$ cat src/sched_cfg_pkg.sv
////////////////////////////////////////
// Port and queue counts must stay powers of two
// Sizes here are shared by scheduler, store and registers
////////////////////////////////////////

package sched_cfg_pkg;

    // Topology
    localparam int num_egr_ports   = 4;
    localparam int queues_per_port = 4;
    localparam int num_queues      = num_egr_ports * queues_per_port;
    localparam int port_w          = 2;
    localparam int prio_w          = 2;
    localparam int qid_w           = port_w + prio_w;

    // Cycles from dequeue request to word_done
    localparam int dq_latency = 3;

    // Descriptor FIFO per queue
    localparam int fifo_depth = 4;
    localparam int fifo_ptr_w = 2;
    localparam int fifo_cnt_w = 3;

    // Packet length is stored as words minus one
    localparam int len_w = 2;

    typedef struct packed {
        logic [port_w-1:0] port;
        logic [prio_w-1:0] prio;
    } qid_pp_t;

    // Same four bits seen as flat index or as port and priority
    typedef union packed {
        logic [qid_w-1:0] flat;
        qid_pp_t          pp;
    } qid_u;

endpackage

$ cat src/sched_regs_pkg.sv
////////////////////////////////////////
// Register map assumes word aligned accesses
////////////////////////////////////////

package sched_regs_pkg;

    // Bus sizes
    localparam int apb_addr_w = 8;
    localparam int apb_data_w = 32;

    // Register offsets
    localparam logic [apb_addr_w-1:0] reg_port_enable     = 8'h00;
    localparam logic [apb_addr_w-1:0] reg_words_sent_base = 8'h10;

    // One counter per port, 4 bytes apart
    localparam int reg_stride     = 4;
    localparam int reg_stride_lsb = 2;

    // Every port enabled out of reset
    localparam logic [apb_data_w-1:0] port_enable_reset = '1;

    // Sent-word counters wrap at this width
    localparam int cnt_w = 16;

endpackage

$ cat src/egress_scheduler.sv
////////////////////////////////////////
// One dequeue request per selected port
// A port stays locked to its queue until the last word is done
////////////////////////////////////////

`timescale 1ns/10ps

module egress_scheduler (
    input  logic                                    dequeue_notification,
    input  logic                                    rst_n,
    input  logic [sched_cfg_pkg::num_queues-1:0]    queue_empty,
    input  logic [sched_cfg_pkg::num_egr_ports-1:0] port_enable,
    input  logic [sched_cfg_pkg::num_egr_ports-1:0] egr_buf_ready,
    input  logic                                    word_done_valid,
    input  logic                                    word_done_last,
    input  sched_cfg_pkg::qid_u                     word_done_qid,
    output logic                                    deq_valid,
    output sched_cfg_pkg::qid_u                     deq_qid
);
    import sched_cfg_pkg::*;

    ////////////////////////////////////////
    // Declarations

    logic [num_egr_ports-1:0]   port_empty;
    logic [num_egr_ports-1:0]   in_flight;
    logic [num_egr_ports-1:0]   port_ok;
    logic [dq_latency:0]        flight_pipe [num_egr_ports];

    logic [port_w-1:0]          sel_port;
    logic                       sel_valid;
    logic [port_w-1:0]          rr_cand;
    logic [port_w-1:0]          rr_port;
    logic                       rr_found;

    logic [queues_per_port-1:0] sel_empty;
    logic [prio_w-1:0]          top_prio;
    logic                       top_found;

    logic [num_egr_ports-1:0]   pkt_lock;
    logic [prio_w-1:0]          active_prio [num_egr_ports];

    ////////////////////////////////////////
    // Port qualification

    always_comb begin
        for (int p = 0; p < num_egr_ports; p++) begin
            port_empty[p] = &queue_empty[p*queues_per_port +: queues_per_port];
            in_flight[p]  = |flight_pipe[p];
            port_ok[p]    = !port_empty[p] && !in_flight[p] &&
                            port_enable[p] && egr_buf_ready[p];
        end
    end

    // Scan starts at the last selected port, first hit wins
    always_comb begin
        rr_cand  = sel_port;
        rr_port  = sel_port;
        rr_found = 1'b0;
        for (int i = 0; i < num_egr_ports; i++) begin
            rr_cand = sel_port + port_w'(i);
            if (!rr_found && port_ok[rr_cand]) begin
                rr_port  = rr_cand;
                rr_found = 1'b1;
            end
        end
    end

    // Highest non-empty queue of the selected port
    always_comb begin
        sel_empty = queue_empty[sel_port*queues_per_port +: queues_per_port];
        top_prio  = '0;
        top_found = 1'b0;
        for (int q = queues_per_port - 1; q >= 0; q--) begin
            if (!top_found && !sel_empty[q]) begin
                top_prio  = prio_w'(q);
                top_found = 1'b1;
            end
        end
    end

    ////////////////////////////////////////
    // Selection, lock and request

    always_ff @(posedge dequeue_notification or negedge rst_n) begin
        if (!rst_n) begin
            sel_port    <= '0;
            sel_valid   <= 1'b0;
            deq_valid   <= 1'b0;
            pkt_lock    <= '0;
            flight_pipe <= '{default: '0};
        end else begin
            for (int p = 0; p < num_egr_ports; p++) begin
                flight_pipe[p] <= {flight_pipe[p][dq_latency-1:0], 1'b0};
            end

            sel_valid <= rr_found;
            if (rr_found) begin
                sel_port                 <= rr_port;
                flight_pipe[rr_port][0]  <= 1'b1;
            end

            // Last word of a packet frees its port
            if (word_done_valid && word_done_last) begin
                pkt_lock[word_done_qid.pp.port] <= 1'b0;
            end

            deq_valid <= 1'b0;
            if (sel_valid) begin
                if (pkt_lock[sel_port]) begin
                    deq_valid <= 1'b1;
                end else if (top_found) begin
                    deq_valid          <= 1'b1;
                    pkt_lock[sel_port] <= 1'b1;
                end
            end
        end
    end

    // Queue id and remembered priority
    always_ff @(posedge dequeue_notification) begin
        if (sel_valid) begin
            deq_qid.pp.port <= sel_port;
            if (pkt_lock[sel_port]) begin
                deq_qid.pp.prio <= active_prio[sel_port];
            end else begin
                deq_qid.pp.prio <= top_prio;
                if (top_found) begin
                    active_prio[sel_port] <= top_prio;
                end
            end
        end
    end

endmodule

$ cat src/queue_store.sv
////////////////////////////////////////
// Requests to an empty queue are dropped
// Head descriptor pops when its last word is requested
////////////////////////////////////////

`timescale 1ns/10ps

module queue_store (
    input  logic                                 dequeue_notification,
    input  logic                                 rst_n,
    input  logic                                 enq_valid,
    input  sched_cfg_pkg::qid_u                  enq_qid,
    input  logic [sched_cfg_pkg::len_w-1:0]      enq_len,
    output logic                                 enq_ready,
    output logic [sched_cfg_pkg::num_queues-1:0] queue_empty,
    input  logic                                 deq_valid,
    input  sched_cfg_pkg::qid_u                  deq_qid,
    output logic                                 word_done_valid,
    output sched_cfg_pkg::qid_u                  word_done_qid,
    output logic                                 word_done_last
);
    import sched_cfg_pkg::*;

    ////////////////////////////////////////
    // Declarations

    logic [len_w-1:0]      len_mem   [num_queues][fifo_depth];
    logic [fifo_ptr_w-1:0] rd_ptr    [num_queues];
    logic [fifo_ptr_w-1:0] wr_ptr    [num_queues];
    logic [fifo_cnt_w-1:0] fill      [num_queues];
    logic [len_w-1:0]      words_out [num_queues];

    logic                  store_up;
    logic                  push;
    logic                  req_ok;
    logic                  req_last;
    logic                  pop;
    logic [num_queues-1:0] push_sel;
    logic [num_queues-1:0] pop_sel;

    logic [dq_latency-1:0] done_v_pipe;
    logic [dq_latency-1:0] done_l_pipe;
    qid_u                  done_q_pipe [dq_latency];

    ////////////////////////////////////////
    // Flags and request decode

    always_comb begin
        for (int q = 0; q < num_queues; q++) begin
            queue_empty[q] = (fill[q] == '0);
        end
    end

    assign enq_ready = store_up && (fill[enq_qid.flat] != fifo_cnt_w'(fifo_depth));
    assign push      = enq_valid && enq_ready;

    // Last when words already sent reach the stored length minus one
    assign req_ok   = deq_valid && !queue_empty[deq_qid.flat];
    assign req_last = (words_out[deq_qid.flat] == len_mem[deq_qid.flat][rd_ptr[deq_qid.flat]]);
    assign pop      = req_ok && req_last;

    always_comb begin
        push_sel               = '0;
        pop_sel                = '0;
        push_sel[enq_qid.flat] = push;
        pop_sel[deq_qid.flat]  = pop;
    end

    ////////////////////////////////////////
    // FIFO control

    always_ff @(posedge dequeue_notification or negedge rst_n) begin
        if (!rst_n) begin
            store_up  <= 1'b0;
            rd_ptr    <= '{default: '0};
            wr_ptr    <= '{default: '0};
            fill      <= '{default: '0};
            words_out <= '{default: '0};
        end else begin
            store_up <= 1'b1;
            for (int q = 0; q < num_queues; q++) begin
                if (push_sel[q]) begin
                    wr_ptr[q] <= wr_ptr[q] + 1'b1;
                end
                if (pop_sel[q]) begin
                    rd_ptr[q] <= rd_ptr[q] + 1'b1;
                end
                if (push_sel[q] && !pop_sel[q]) begin
                    fill[q] <= fill[q] + 1'b1;
                end else if (!push_sel[q] && pop_sel[q]) begin
                    fill[q] <= fill[q] - 1'b1;
                end
            end
            if (req_ok) begin
                words_out[deq_qid.flat] <= req_last ? '0 : words_out[deq_qid.flat] + 1'b1;
            end
        end
    end

    always_ff @(posedge dequeue_notification) begin
        if (push) begin
            len_mem[enq_qid.flat][wr_ptr[enq_qid.flat]] <= enq_len;
        end
    end

    ////////////////////////////////////////
    // Done stream delay line

    always_ff @(posedge dequeue_notification or negedge rst_n) begin
        if (!rst_n) begin
            done_v_pipe <= '0;
            done_l_pipe <= '0;
        end else begin
            done_v_pipe <= {done_v_pipe[dq_latency-2:0], req_ok};
            done_l_pipe <= {done_l_pipe[dq_latency-2:0], pop};
        end
    end

    always_ff @(posedge dequeue_notification) begin
        done_q_pipe[0] <= deq_qid;
        for (int s = 1; s < dq_latency; s++) begin
            done_q_pipe[s] <= done_q_pipe[s-1];
        end
    end

    assign word_done_valid = done_v_pipe[dq_latency-1];
    assign word_done_last  = done_l_pipe[dq_latency-1];
    assign word_done_qid   = done_q_pipe[dq_latency-1];

endmodule

$ cat src/sched_apb_regs.sv
////////////////////////////////////////
// No wait states, counters are read only
////////////////////////////////////////

`timescale 1ns/10ps

module sched_apb_regs (
    input  logic                                    dequeue_notification,
    input  logic                                    rst_n,
    input  logic                                    psel,
    input  logic                                    penable,
    input  logic                                    pwrite,
    input  logic [sched_regs_pkg::apb_addr_w-1:0]   paddr,
    input  logic [sched_regs_pkg::apb_data_w-1:0]   pwdata,
    output logic [sched_regs_pkg::apb_data_w-1:0]   prdata,
    output logic                                    pready,
    output logic                                    pslverr,
    output logic [sched_cfg_pkg::num_egr_ports-1:0] port_enable,
    input  logic                                    word_done_valid,
    input  sched_cfg_pkg::qid_u                     word_done_qid
);
    import sched_cfg_pkg::*;
    import sched_regs_pkg::*;

    logic [cnt_w-1:0]      words_sent [num_egr_ports];
    logic                  access;
    logic                  hit_enable;
    logic                  hit_counter;
    logic [apb_addr_w-1:0] cnt_offset;
    logic [port_w-1:0]     cnt_idx;

    ////////////////////////////////////////
    // Address decode

    assign access     = psel && penable;
    assign hit_enable = (paddr == reg_port_enable);

    // Offsets below the base wrap high and miss the window
    assign cnt_offset  = paddr - reg_words_sent_base;
    assign cnt_idx     = cnt_offset[reg_stride_lsb +: port_w];
    assign hit_counter = (cnt_offset < apb_addr_w'(num_egr_ports * reg_stride)) &&
                         (cnt_offset[reg_stride_lsb-1:0] == '0);

    assign pready  = 1'b1;
    assign pslverr = access && ((!hit_enable && !hit_counter) || (pwrite && hit_counter));

    always_comb begin
        prdata = '0;
        if (hit_enable) begin
            prdata = apb_data_w'(port_enable);
        end else if (hit_counter) begin
            prdata = apb_data_w'(words_sent[cnt_idx]);
        end
    end

    ////////////////////////////////////////
    // Enable mask and word counters

    always_ff @(posedge dequeue_notification or negedge rst_n) begin
        if (!rst_n) begin
            port_enable <= port_enable_reset[num_egr_ports-1:0];
            words_sent  <= '{default: '0};
        end else begin
            if (access && pwrite && hit_enable) begin
                port_enable <= pwdata[num_egr_ports-1:0];
            end
            // Counters wrap
            if (word_done_valid) begin
                words_sent[word_done_qid.pp.port] <= words_sent[word_done_qid.pp.port] + 1'b1;
            end
        end
    end

endmodule

$ cat src/sched_top.sv
////////////////////////////////////////
// egr_buf_ready and port_enable both gate port selection
////////////////////////////////////////

`timescale 1ns/10ps

module sched_top (
    input  logic                                    dequeue_notification,
    input  logic                                    rst_n,
    input  logic                                    enq_valid,
    input  sched_cfg_pkg::qid_u                     enq_qid,
    input  logic [sched_cfg_pkg::len_w-1:0]         enq_len,
    output logic                                    enq_ready,
    input  logic [sched_cfg_pkg::num_egr_ports-1:0] egr_buf_ready,
    input  logic                                    psel,
    input  logic                                    penable,
    input  logic                                    pwrite,
    input  logic [sched_regs_pkg::apb_addr_w-1:0]   paddr,
    input  logic [sched_regs_pkg::apb_data_w-1:0]   pwdata,
    output logic [sched_regs_pkg::apb_data_w-1:0]   prdata,
    output logic                                    pready,
    output logic                                    pslverr,
    output logic                                    word_done_valid,
    output sched_cfg_pkg::qid_u                     word_done_qid,
    output logic                                    word_done_last
);
    import sched_cfg_pkg::*;

    logic [num_queues-1:0]    queue_empty;
    logic                     deq_valid;
    qid_u                     deq_qid;
    logic [num_egr_ports-1:0] port_enable;

    queue_store i_queue_store (
        .dequeue_notification (dequeue_notification),
        .rst_n                (rst_n),
        .enq_valid            (enq_valid),
        .enq_qid              (enq_qid),
        .enq_len              (enq_len),
        .enq_ready            (enq_ready),
        .queue_empty          (queue_empty),
        .deq_valid            (deq_valid),
        .deq_qid              (deq_qid),
        .word_done_valid      (word_done_valid),
        .word_done_qid        (word_done_qid),
        .word_done_last       (word_done_last)
    );

    egress_scheduler i_egress_scheduler (
        .dequeue_notification (dequeue_notification),
        .rst_n                (rst_n),
        .queue_empty          (queue_empty),
        .port_enable          (port_enable),
        .egr_buf_ready        (egr_buf_ready),
        .word_done_valid      (word_done_valid),
        .word_done_last       (word_done_last),
        .word_done_qid        (word_done_qid),
        .deq_valid            (deq_valid),
        .deq_qid              (deq_qid)
    );

    sched_apb_regs i_sched_apb_regs (
        .dequeue_notification (dequeue_notification),
        .rst_n                (rst_n),
        .psel                 (psel),
        .penable              (penable),
        .pwrite               (pwrite),
        .paddr                (paddr),
        .pwdata               (pwdata),
        .prdata               (prdata),
        .pready               (pready),
        .pslverr              (pslverr),
        .port_enable          (port_enable),
        .word_done_valid      (word_done_valid),
        .word_done_qid        (word_done_qid)
    );

endmodule

$ cat config.mk
export PLATFORM = sky130hd
export DESIGN_NAME = sched_top
export DESIGN_NICKNAME = d
export VERILOG_FILES = /design/src/sched_cfg_pkg.sv /design/src/sched_regs_pkg.sv /design/src/egress_scheduler.sv /design/src/queue_store.sv /design/src/sched_apb_regs.sv /design/src/sched_top.sv
export SDC_FILE = /design/constraint.sdc
export NUM_CORES = 1
export LEC_CHECK = 0
export BUFFER_PORTS_ARGS = -buffer_cell sky130_fd_sc_hd__buf_2
export CORE_MARGIN = 2
export CORE_UTILIZATION = 56
export DETAILED_ROUTE_END_ITERATION = 6
export GPL_TIMING_DRIVEN = 0
export PLACE_DENSITY = 0.74
export SYNTH_ARGS = -nofsm -noshare
export SYNTH_HDL_FRONTEND = slang
export SYNTH_SLANG_ARGS = --single-unit
$ cat constraint.sdc
create_clock -name dequeue_notification -period 6.9 [get_ports dequeue_notification]
set_clock_uncertainty 0.15 [all_clocks]
set_input_delay 1.035 -clock dequeue_notification [delete_from_list [all_inputs] [get_ports dequeue_notification]]
set_output_delay 1.035 -clock dequeue_notification [all_outputs]
set_load 0.1 [all_outputs]
# Word level (Yosys, flattened, before mapping)
# Memory sizes are Yosys's and may differ from the RTL's. A register that Yosys moved wholly into a read port is not among the register bits.
# Index checks and enable logic that the tools add are counted.
# W data, S select, Z words.
[word_totals] in_bits=56 reg_bits=247 elab_cells=473 out_inout_bits=41 ramBits=148 memories=3
[mem_list] memory="i_queue_store.len_mem" words=16 width=8 read_ports=1 rd_clocked_by_memory_dff=1 wr=1 line_no="queue_store.sv:27" text="logic [len_w-1:0] len_mem [num_queues][fifo_depth];"
[mem_list] memory="i_queue_store.done_q_pipe" words=3 width=4 read_ports=3 rd_clocked_by_memory_dff=0 wr=3 line_no="queue_store.sv:43" text="qid_u done_q_pipe [dq_latency];"
[mem_list] memory="i_egress_scheduler.active_prio" words=4 width=2 read_ports=1 rd_clocked_by_memory_dff=0 wr=1 line_no="egress_scheduler.sv:41" text="logic [prio_w-1:0] active_prio [num_egr_ports];"
[classes] order_cmp=23 n_addsub=70 shifts=1 n_mux=116 n_eq_ne=2 reduce_logical=164 bitwise_logic=13
[op_table] cell="$mux W16" count=8
[op_table] cell="$mux W3" count=34
[op_table] cell="$logic_and A1 B1 Y1" count=70
[op_table] cell="$add A2 B1 Y2 const B" count=34
[op_table] cell="$bmux W16 S2" count=2
[op_table] cell="$bwmux W64" count=1
[op_table] cell="$logic_not A1 Y1" count=51
[op_table] cell="$add A3 B1 Y3 const B" count=16
[op_table] cell="$logic_not A3 Y1" count=16
[op_table] cell="$sub A3 B1 Y3 const B" count=16
[op_table] cell="$mux W2" count=19
[op_table] cell="$and A16 B16 Y16" count=2
[op_table] cell="$bwmux W32" count=1
[op_table] cell="$demux W16 S2" count=1
[op_table] cell="$reduce_bool A2 Y1" count=16
[op_table] cell="$mux W1" count=26
[op_table] cell="$bmux W2 S4" count=3
[op_table] cell="$mux W4" count=5
[op_table] cell="$add A16 B1 Y16 const B" count=1
[op_table] cell="$or A16 B16 Y16" count=1
[op_table] cell="$reduce_and A4 Y1" count=4
[op_table] cell="$reduce_or A4 Y1" count=4
[op_table] cell="$shiftx A16 B5 Y4" count=1
[op_table] cell="$ge A3 B3 Y1 const B" count=5
[op_table] cell="30 further kinds" count=52

# Logic depth before layout (Yosys ltp)
[depth] depth_word=25 depth_mapped=18 mapped_depth_nobuf=14

# Hierarchy
# From an unflattened synthesis, not the netlist that was laid out.
[unflattened] cells_unflattened=1477 hier_area_um2=19088.3
[modules_own_cells] mod="queue_store" cells_per_inst=1008 seq_area_each_um2=7862.5 area_per_inst_um2=13576.8 n_inst=1
[modules_own_cells] mod="sched_apb_regs" cells_per_inst=350 seq_area_each_um2=1706.6 area_per_inst_um2=3827.4 n_inst=1
[modules_own_cells] mod="egress_scheduler" cells_per_inst=119 seq_area_each_um2=960.9 area_per_inst_um2=1684.1 n_inst=1

# Least setup slack after synthesis
# Ideal clock, no wire load.
[synth_timing] path_kind="input to output" start="in paddr[6] in the netlist's numbering" end="out prdata[0] in the netlist's numbering" setup_slack_ns=1.873 path_buffers=1 cell_stages=4 t_arrival_ns=3.842 t_required_ns=5.715 path_cell_list="nor3_1 nand3_1 clkbuf_1 o21ai_0"
[synth_between] elab_chain_len=5 word_cells_on_any_way=6 classes_between="1 x add/sub; 1 x order compare; 2 x mux; 2 x reduce/logical"
[synth_rtl] element="start: declaration" line_no="sched_top.sv:18" text="input logic [sched_regs_pkg::apb_addr_w-1:0] paddr,"
[synth_rtl] element="$sub A8 B5 Y8" line_no="sched_apb_regs.sv:39" text="assign cnt_offset = paddr - reg_words_sent_base;"
[synth_rtl] element="$lt A8 B5 Y1" line_no="sched_apb_regs.sv:41" text="assign hit_counter = (cnt_offset < apb_addr_w'(num_egr_ports * reg_stride)) &&"
[synth_rtl] element="$logic_and A1 B1 Y1" line_no="sched_apb_regs.sv:41"
[synth_rtl] element="$mux W16" line_no="sched_apb_regs.sv:51" text="end else if (hit_counter) begin"
[synth_rtl] element="$mux W16 (*)" line_no="sched_apb_regs.sv:49" text="if (hit_enable) begin"
[synth_rtl] element="end: declaration" line_no="sched_top.sv:20" text="output logic [sched_regs_pkg::apb_data_w-1:0] prdata,"
# Every way passes the cells marked *; elsewhere a longest branch is shown, timed or not.

# Worst setup path after layout
[layout_timing] start="reg i_egress_scheduler.deq_qid[1] in the netlist's numbering" end="reg i_queue_store.fill[37] in the netlist's numbering"
[layout_between] elab_chain_len=14 word_cells_on_any_way=28 classes_between="2 x order compare; 1 x eq/ne; 14 x mux; 3 x bitwise; 8 x reduce/logical"
[layout_rtl] element="start: declaration" line_no="egress_scheduler.sv:18" text="output sched_cfg_pkg::qid_u deq_qid"
[layout_rtl] element="$not A4 Y5 (implied by the code)" line_no="queue_store.sv:59" text="assign req_last = (words_out[deq_qid.flat] == len_mem[deq_qid.flat][rd_ptr[deq_qid.flat]]);"
[layout_rtl] element="$bmux W2 S4" line_no="queue_store.sv:59"
[layout_rtl] element="$mux W2 (implied by the code) (2 in series)" line_no="queue_store.sv:59"
[layout_rtl] element="$not A2 Y3 (implied by the code)" line_no="queue_store.sv:59"
[layout_rtl] element="$bmux W2 S2" line_no="queue_store.sv:59"
[layout_rtl] element="$mux W2 (implied by the code) (2 in series)" line_no="queue_store.sv:59"
[layout_rtl] element="$eq A2 B2 Y1" line_no="queue_store.sv:59"
[layout_rtl] element="$logic_and A1 B1 Y1" line_no="queue_store.sv:60" text="assign pop = req_ok && req_last;"
[layout_rtl] element="$and A16 B16 Y16 (no source line) (*)"
[layout_rtl] element="$logic_not A1 Y1" line_no="queue_store.sv:88" text="if (push_sel[q] && !pop_sel[q]) begin"
[layout_rtl] element="$logic_and A1 B1 Y1" line_no="queue_store.sv:88"
[layout_rtl] element="$mux W3 or $reduce_bool A2 Y1 (tied branches)"
[layout_rtl] element="end signal: indexed assignment" line_no="queue_store.sv:89" text="fill[q] <= fill[q] + 1'b1;"
[layout_rtl] element="end signal: indexed assignment" line_no="queue_store.sv:91" text="fill[q] <= fill[q] - 1'b1;"
[layout_rtl] element="end: declaration" line_no="queue_store.sv:30" text="logic [fifo_cnt_w-1:0] fill [num_queues];"
# Every way passes the cells marked *; elsewhere a longest branch is shown, timed or not. The select of a mux whose other input is x is not followed.
# A chain may end at the register's enable or synchronous reset.

==> flow_results.org <==
** Clock tree
- The number of setup buffers added after CTS is 0.
- Number of buffers added to fix hold violations after cts :: 0
- TritonCTS built the clock tree.
- The H-tree was split into 2 levels.
- In this run, CTS created clock tree buffers numbering 42.
- Post-CTS repair changed the size of 0 cells.
- No sink is reached through more buffers than the 3 on the longest clock path.
- At the later pin of the worst-skew pair, clock insertion delay measures 0.54 ns.
- Counting every sink on the clock net gives 399.
- The root buffer cell chosen for the clock tree is clkbuf_16.
- After clock tree synthesis, the clock-pin slew on the worst setup and hold paths is 0.06 ns.

** Floorplan
- The core region is 33600 sq um.
- The die covers 35600 sq um.
- Starting density of the core :: 56.9%
- In this run the core area contains 67 standard-cell rows.
- The die is 189 microns tall.
- Horizontal die dimension :: 189 microns
- During I/O placement, the number of pins put on the boundary was 97.

** Global routing
- Grt peak-use layer :: met2
- Across every metal layer, demand over resource in global routing totals 24.9%.
- In the global route stage, met2 resource usage came out at 39.6%.
- After global routing the overflow that remains totals 0.
- Global-route wire length before repair :: 68500 microns
- The initial antenna violation count came to 0.
- Global routing met1 resource utilization :: 35.2%
- Via count of the first global-routing pass :: 12.3k
- Entering global routing, the biggest net connects 105 pins.
- Global routing met3 resource utilization :: 4.69%

** Power and ir drop
- Power density of the placed cells :: 272 nW/um^2
- The clock network is responsible for 39.7% of the overall power.
- Of the total power, combinational logic draws 12.4%.
- Internal Dissipation :: 4.31 mW
- Sequential cells account for 47.9% of the total power.
- Sw Share :: 26.3%
- Net switching component of the power :: 1.54 mW
- The worst-case IR drop observed on VDD is 196 uV.
- Summed over all cells, the static leakage comes to 8.37 nW.

** Synth
- Mapped cell area :: 19100 sq um
- Post-synth cell types :: 71
- Yosys mapped a number of flops with a built-in enable equal to 140.
- For this run, the leading register cell type out of synthesis is dfrtp_1.
- Synthesis handed over a netlist of 1441 instances.
- The synthesized design spends more area on one cell type than any other, namely dfrtp_1.
- For this run, asynchronously set or reset flops after synthesis account for 60.9%.
- The Yosys step of the flow raised 0 warnings.
- In the post-synthesis netlist, the biggest area contributors are dfrtp_1 (31%), edfxtp_1 (22%), mux4_2 (12%).
- Counting flops and latches in the post-synthesis netlist gives 399.
- Of the post-synthesis cell area, the dominant cell type holds 31.3%.
- The average instance in the mapped netlist occupies 13.3 sq um.
- Sequential cells were found to cover 55.5% of the synthesized design area.

** Placement
- Pre-CTS setup slack :: 1.83 ns
- Port-buffer cells :: 48
- GPL Wtd Cong :: 0.854
- HPWL Detailed :: 30500 microns

** Setup path
- Startpoint class of the critical path :: flip-flop
- Data on the critical path arrives at its endpoint at 5.13 ns.
- Of all nets on the critical path, the largest fanout is 10.
- Worst r2r path cells :: 13
- The worst register-to-register path has a setup slack of 2.05 ns.
- Startpoint of the worst-slack reg-to-reg timing path :: i_egress_scheduler.deq_qid[1]$_DFFE_PP_
- Critical path data required time :: 7.18 ns
- Worst R2R End :: i_queue_store.fill[37]$_DFFE_PN0P_
- The worst setup path is of the reg -> reg kind.
- The worst setup path is captured at a flip-flop.

** Detailed routing
- The first TritonRoute pass finished after 7 iterations.
- Remaining antenna violation count :: 0
- Summing over every cut layer, the via total after detailed routing is 12.1k.
- Total DRC errors in the routed layout :: 0
- After the first detailed-routing iteration, the DRC count stood at 1049.
- Dividing the detail-routed wire length by the instance count gives 21.4 microns.
- Mean number of vias per cell :: 5.94
- Total length of routed wires :: 43600 microns

** STA
- Headroom to the max-slew limit came out at 27.0%.
- Setup total negative slack on the finished layout was measured at 0 ns.
- Setup violations remaining at the end of the flow were counted as 0.
- The final number of max-transition violations is 0.
- Period utilization :: 70.3%
- Setup repair after global routing missed its margin :: false
- For the finished layout, the period the worst path requires is 4.85 ns.
- Achievable Freq :: 0.206 GHz
- Final hold violations :: 0
- Worst Slack Setup Final :: 2.05 ns
- For the pin with the worst max-slew slack, the measured transition is 1.09 ns.

** Layout
- Compared with the post-synthesis result, the final layout area differs by 12.3%.
- Area of all sequential standard cells :: 10600 sq um
- The number of antenna diodes in the final layout is 0.
- At the end of the flow, the number of nets in the layout was 1644.
- The post-route netlist has 23.8% of its cells at a drive strength greater than 1.
- Fillers :: 2415
- In the final layout, the multi-input gates occupy 7940 sq um.

** Min path
- Hold path startpoint :: i_queue_store.done_q_pipe[0][0]$_DFF_P_
- End of the worst hold path :: i_queue_store.done_q_pipe[0][4]$_DFF_P_
- Counting instances, the worst hold path has a depth of 0.
- In this run the worst hold path is classified as reg -> reg.

** Run status
- The run finished with clean final reports.

** Run
- Max_cap viols :: 0
==> critical path, cell delays in order, from the launching register on <==
cell and delay [ns]:
edfxtp_1 0.40, buf_2 0.27, buf_1 0.59, mux2i_1 0.29, nor2_1 0.08, nor4_2 0.62, mux2_2 0.53, xnor2_4 0.30
buf_2 0.29, nand3_2 0.19, ha_1 0.29, inv_1 0.07, fa_1 0.40, mux2_2 0.27
==> synthesized netlist by cell type, types with 21 or more instances <==
master      n
dfrtp_1   239
nor2_1    154
edfxtp_1  140
mux4_2    101
nand2_1    98
mux2_2     63
o21ai_0    61
xnor2_1    60
xor2_1     56
clkbuf_1   36
a21oi_1    35
nand3_1    33
inv_1      26
buf_4      25
nor2b_1    22
and3_1     21
ha_1       21
==> cell families after synthesis <==
family	after synthesis	share of synthesized area (%)
flops	399	55.5
fa+ha+maj	37	3.05
mux	177	16.3
xor+xnor	119	5.69
other cells	2	0.0393
compound gates	144	4.61
buf+inv	124	3.31
simple gates	439	11.5
==> cell type report <==
type                            instances  area share (%)
Sequential cell                       399            49.4
Multi-Input combinational cell        934            37.0
Clock buffer                           55            5.50
Tap cell                              448            2.61
Buffer                                 95            2.44
Timing Repair Buffer                   50            1.42
Clock inverter                         23            1.14
Inverter                               29           0.507
==> stage by stage <==
stage	power [mW]	util (%)	cells	instance area [sq um]	hold slack [ns]
final	5.85	63.9	2033	21500	0.175
after global routing	6.07	63.9	2033	21500	0.180
after CTS	5.88	63.9	2033	21500	0.167
after detailed placement	3.56	59.6	1955	20000	0.162
after global placement	3.53	59.4	1953	20000	0.161
after floorplan	3.34	-	1457	19200	0.160
==> power by group through the flow <==
| stage | clock, mW | sequential [mW] | combinational [mW] |
|---|---|---|---|
| after floorplan | 0 | 2.80 | 0.537 |
| after global placement | 0 | 2.83 | 0.693 |
| after detailed placement | 0 | 2.84 | 0.720 |
| after CTS | 2.35 | 2.80 | 0.728 |
| after global routing | 2.45 | 2.83 | 0.797 |
| final | 2.32 | 2.80 | 0.724 |
==> worst max-delay path by stage <==
stage / start / slack (ns) / cells past startpoint / endpoint
after floorplan: paddr[6] / 1.87 / 4 / prdata[0]
after global placement: rst_n / 0.33 / 1 / i_queue_store.fill[39]$_DFFE_PN0P_
after detailed placement: enq_qid[3] / 1.83 / 15 / i_queue_store.fill[44]$_DFFE_PN0P_
after CTS: i_egress_scheduler.deq_qid[1]$_DFFE_PP_ / 1.99 / 13 / i_queue_store.fill[37]$_DFFE_PN0P_
after global routing: i_egress_scheduler.deq_qid[1]$_DFFE_PP_ / 1.87 / 13 / i_queue_store.fill[46]$_DFFE_PN0P_
final: i_egress_scheduler.deq_qid[1]$_DFFE_PP_ / 2.05 / 13 / i_queue_store.fill[37]$_DFFE_PN0P_
==> state kept, by name, indices dropped and copies added (netlist names), named ones only <==
name and flops:
i_queue_store.rd_ptr 32, i_queue_store.wr_ptr 32, i_queue_store.fill 48, i_queue_store.words_out 32, i_egress_scheduler.active_prio 8, i_egress_scheduler.sel_port 2
i_egress_scheduler.pkt_lock 4, i_egress_scheduler.deq_valid 1, i_sched_apb_regs.words_sent 64, i_queue_store.len_mem 128, i_egress_scheduler.sel_valid 1, i_egress_scheduler.flight_pipe 16
i_queue_store.done_q_pipe 12, i_queue_store.store_up 1, i_queue_store.done_v_pipe 3, i_queue_store.done_l_pipe 3, i_sched_apb_regs.port_enable 4, i_egress_scheduler.deq_qid 4
==> placed cells by master (no fill, tap or decap), types with 11 or more instances in the layout <==
master / n
and2_1: 18
o21ai_0: 61
ha_1: 21
mux2i_1: 12
clkinv_2: 11
nand3_2: 12
mux4_2: 101
nand4_1: 17
mux2_2: 63
a21oi_1: 35
nand2_1: 98
nor3_1: 18
nor2b_1: 22
buf_2: 64
xnor2_1: 60
nand3_1: 33
and3_1: 21
nor2_1: 154
buf_4: 25
xor2_1: 56
inv_1: 26
clkbuf_1: 42
conb_1: 18
clkbuf_16: 43
dfrtp_1: 239
edfxtp_1: 140
dfxtp_1: 16
fa_1: 16
==> per-layer routing <==
metal	part of all wire, %	vias to the layer above
met5	0	-
met3	7.6	89
met2	48	487
li1	-	5400
met1	42	6100
met4	2.6	0
Note: power is estimated with default switching activity, not from simulation.
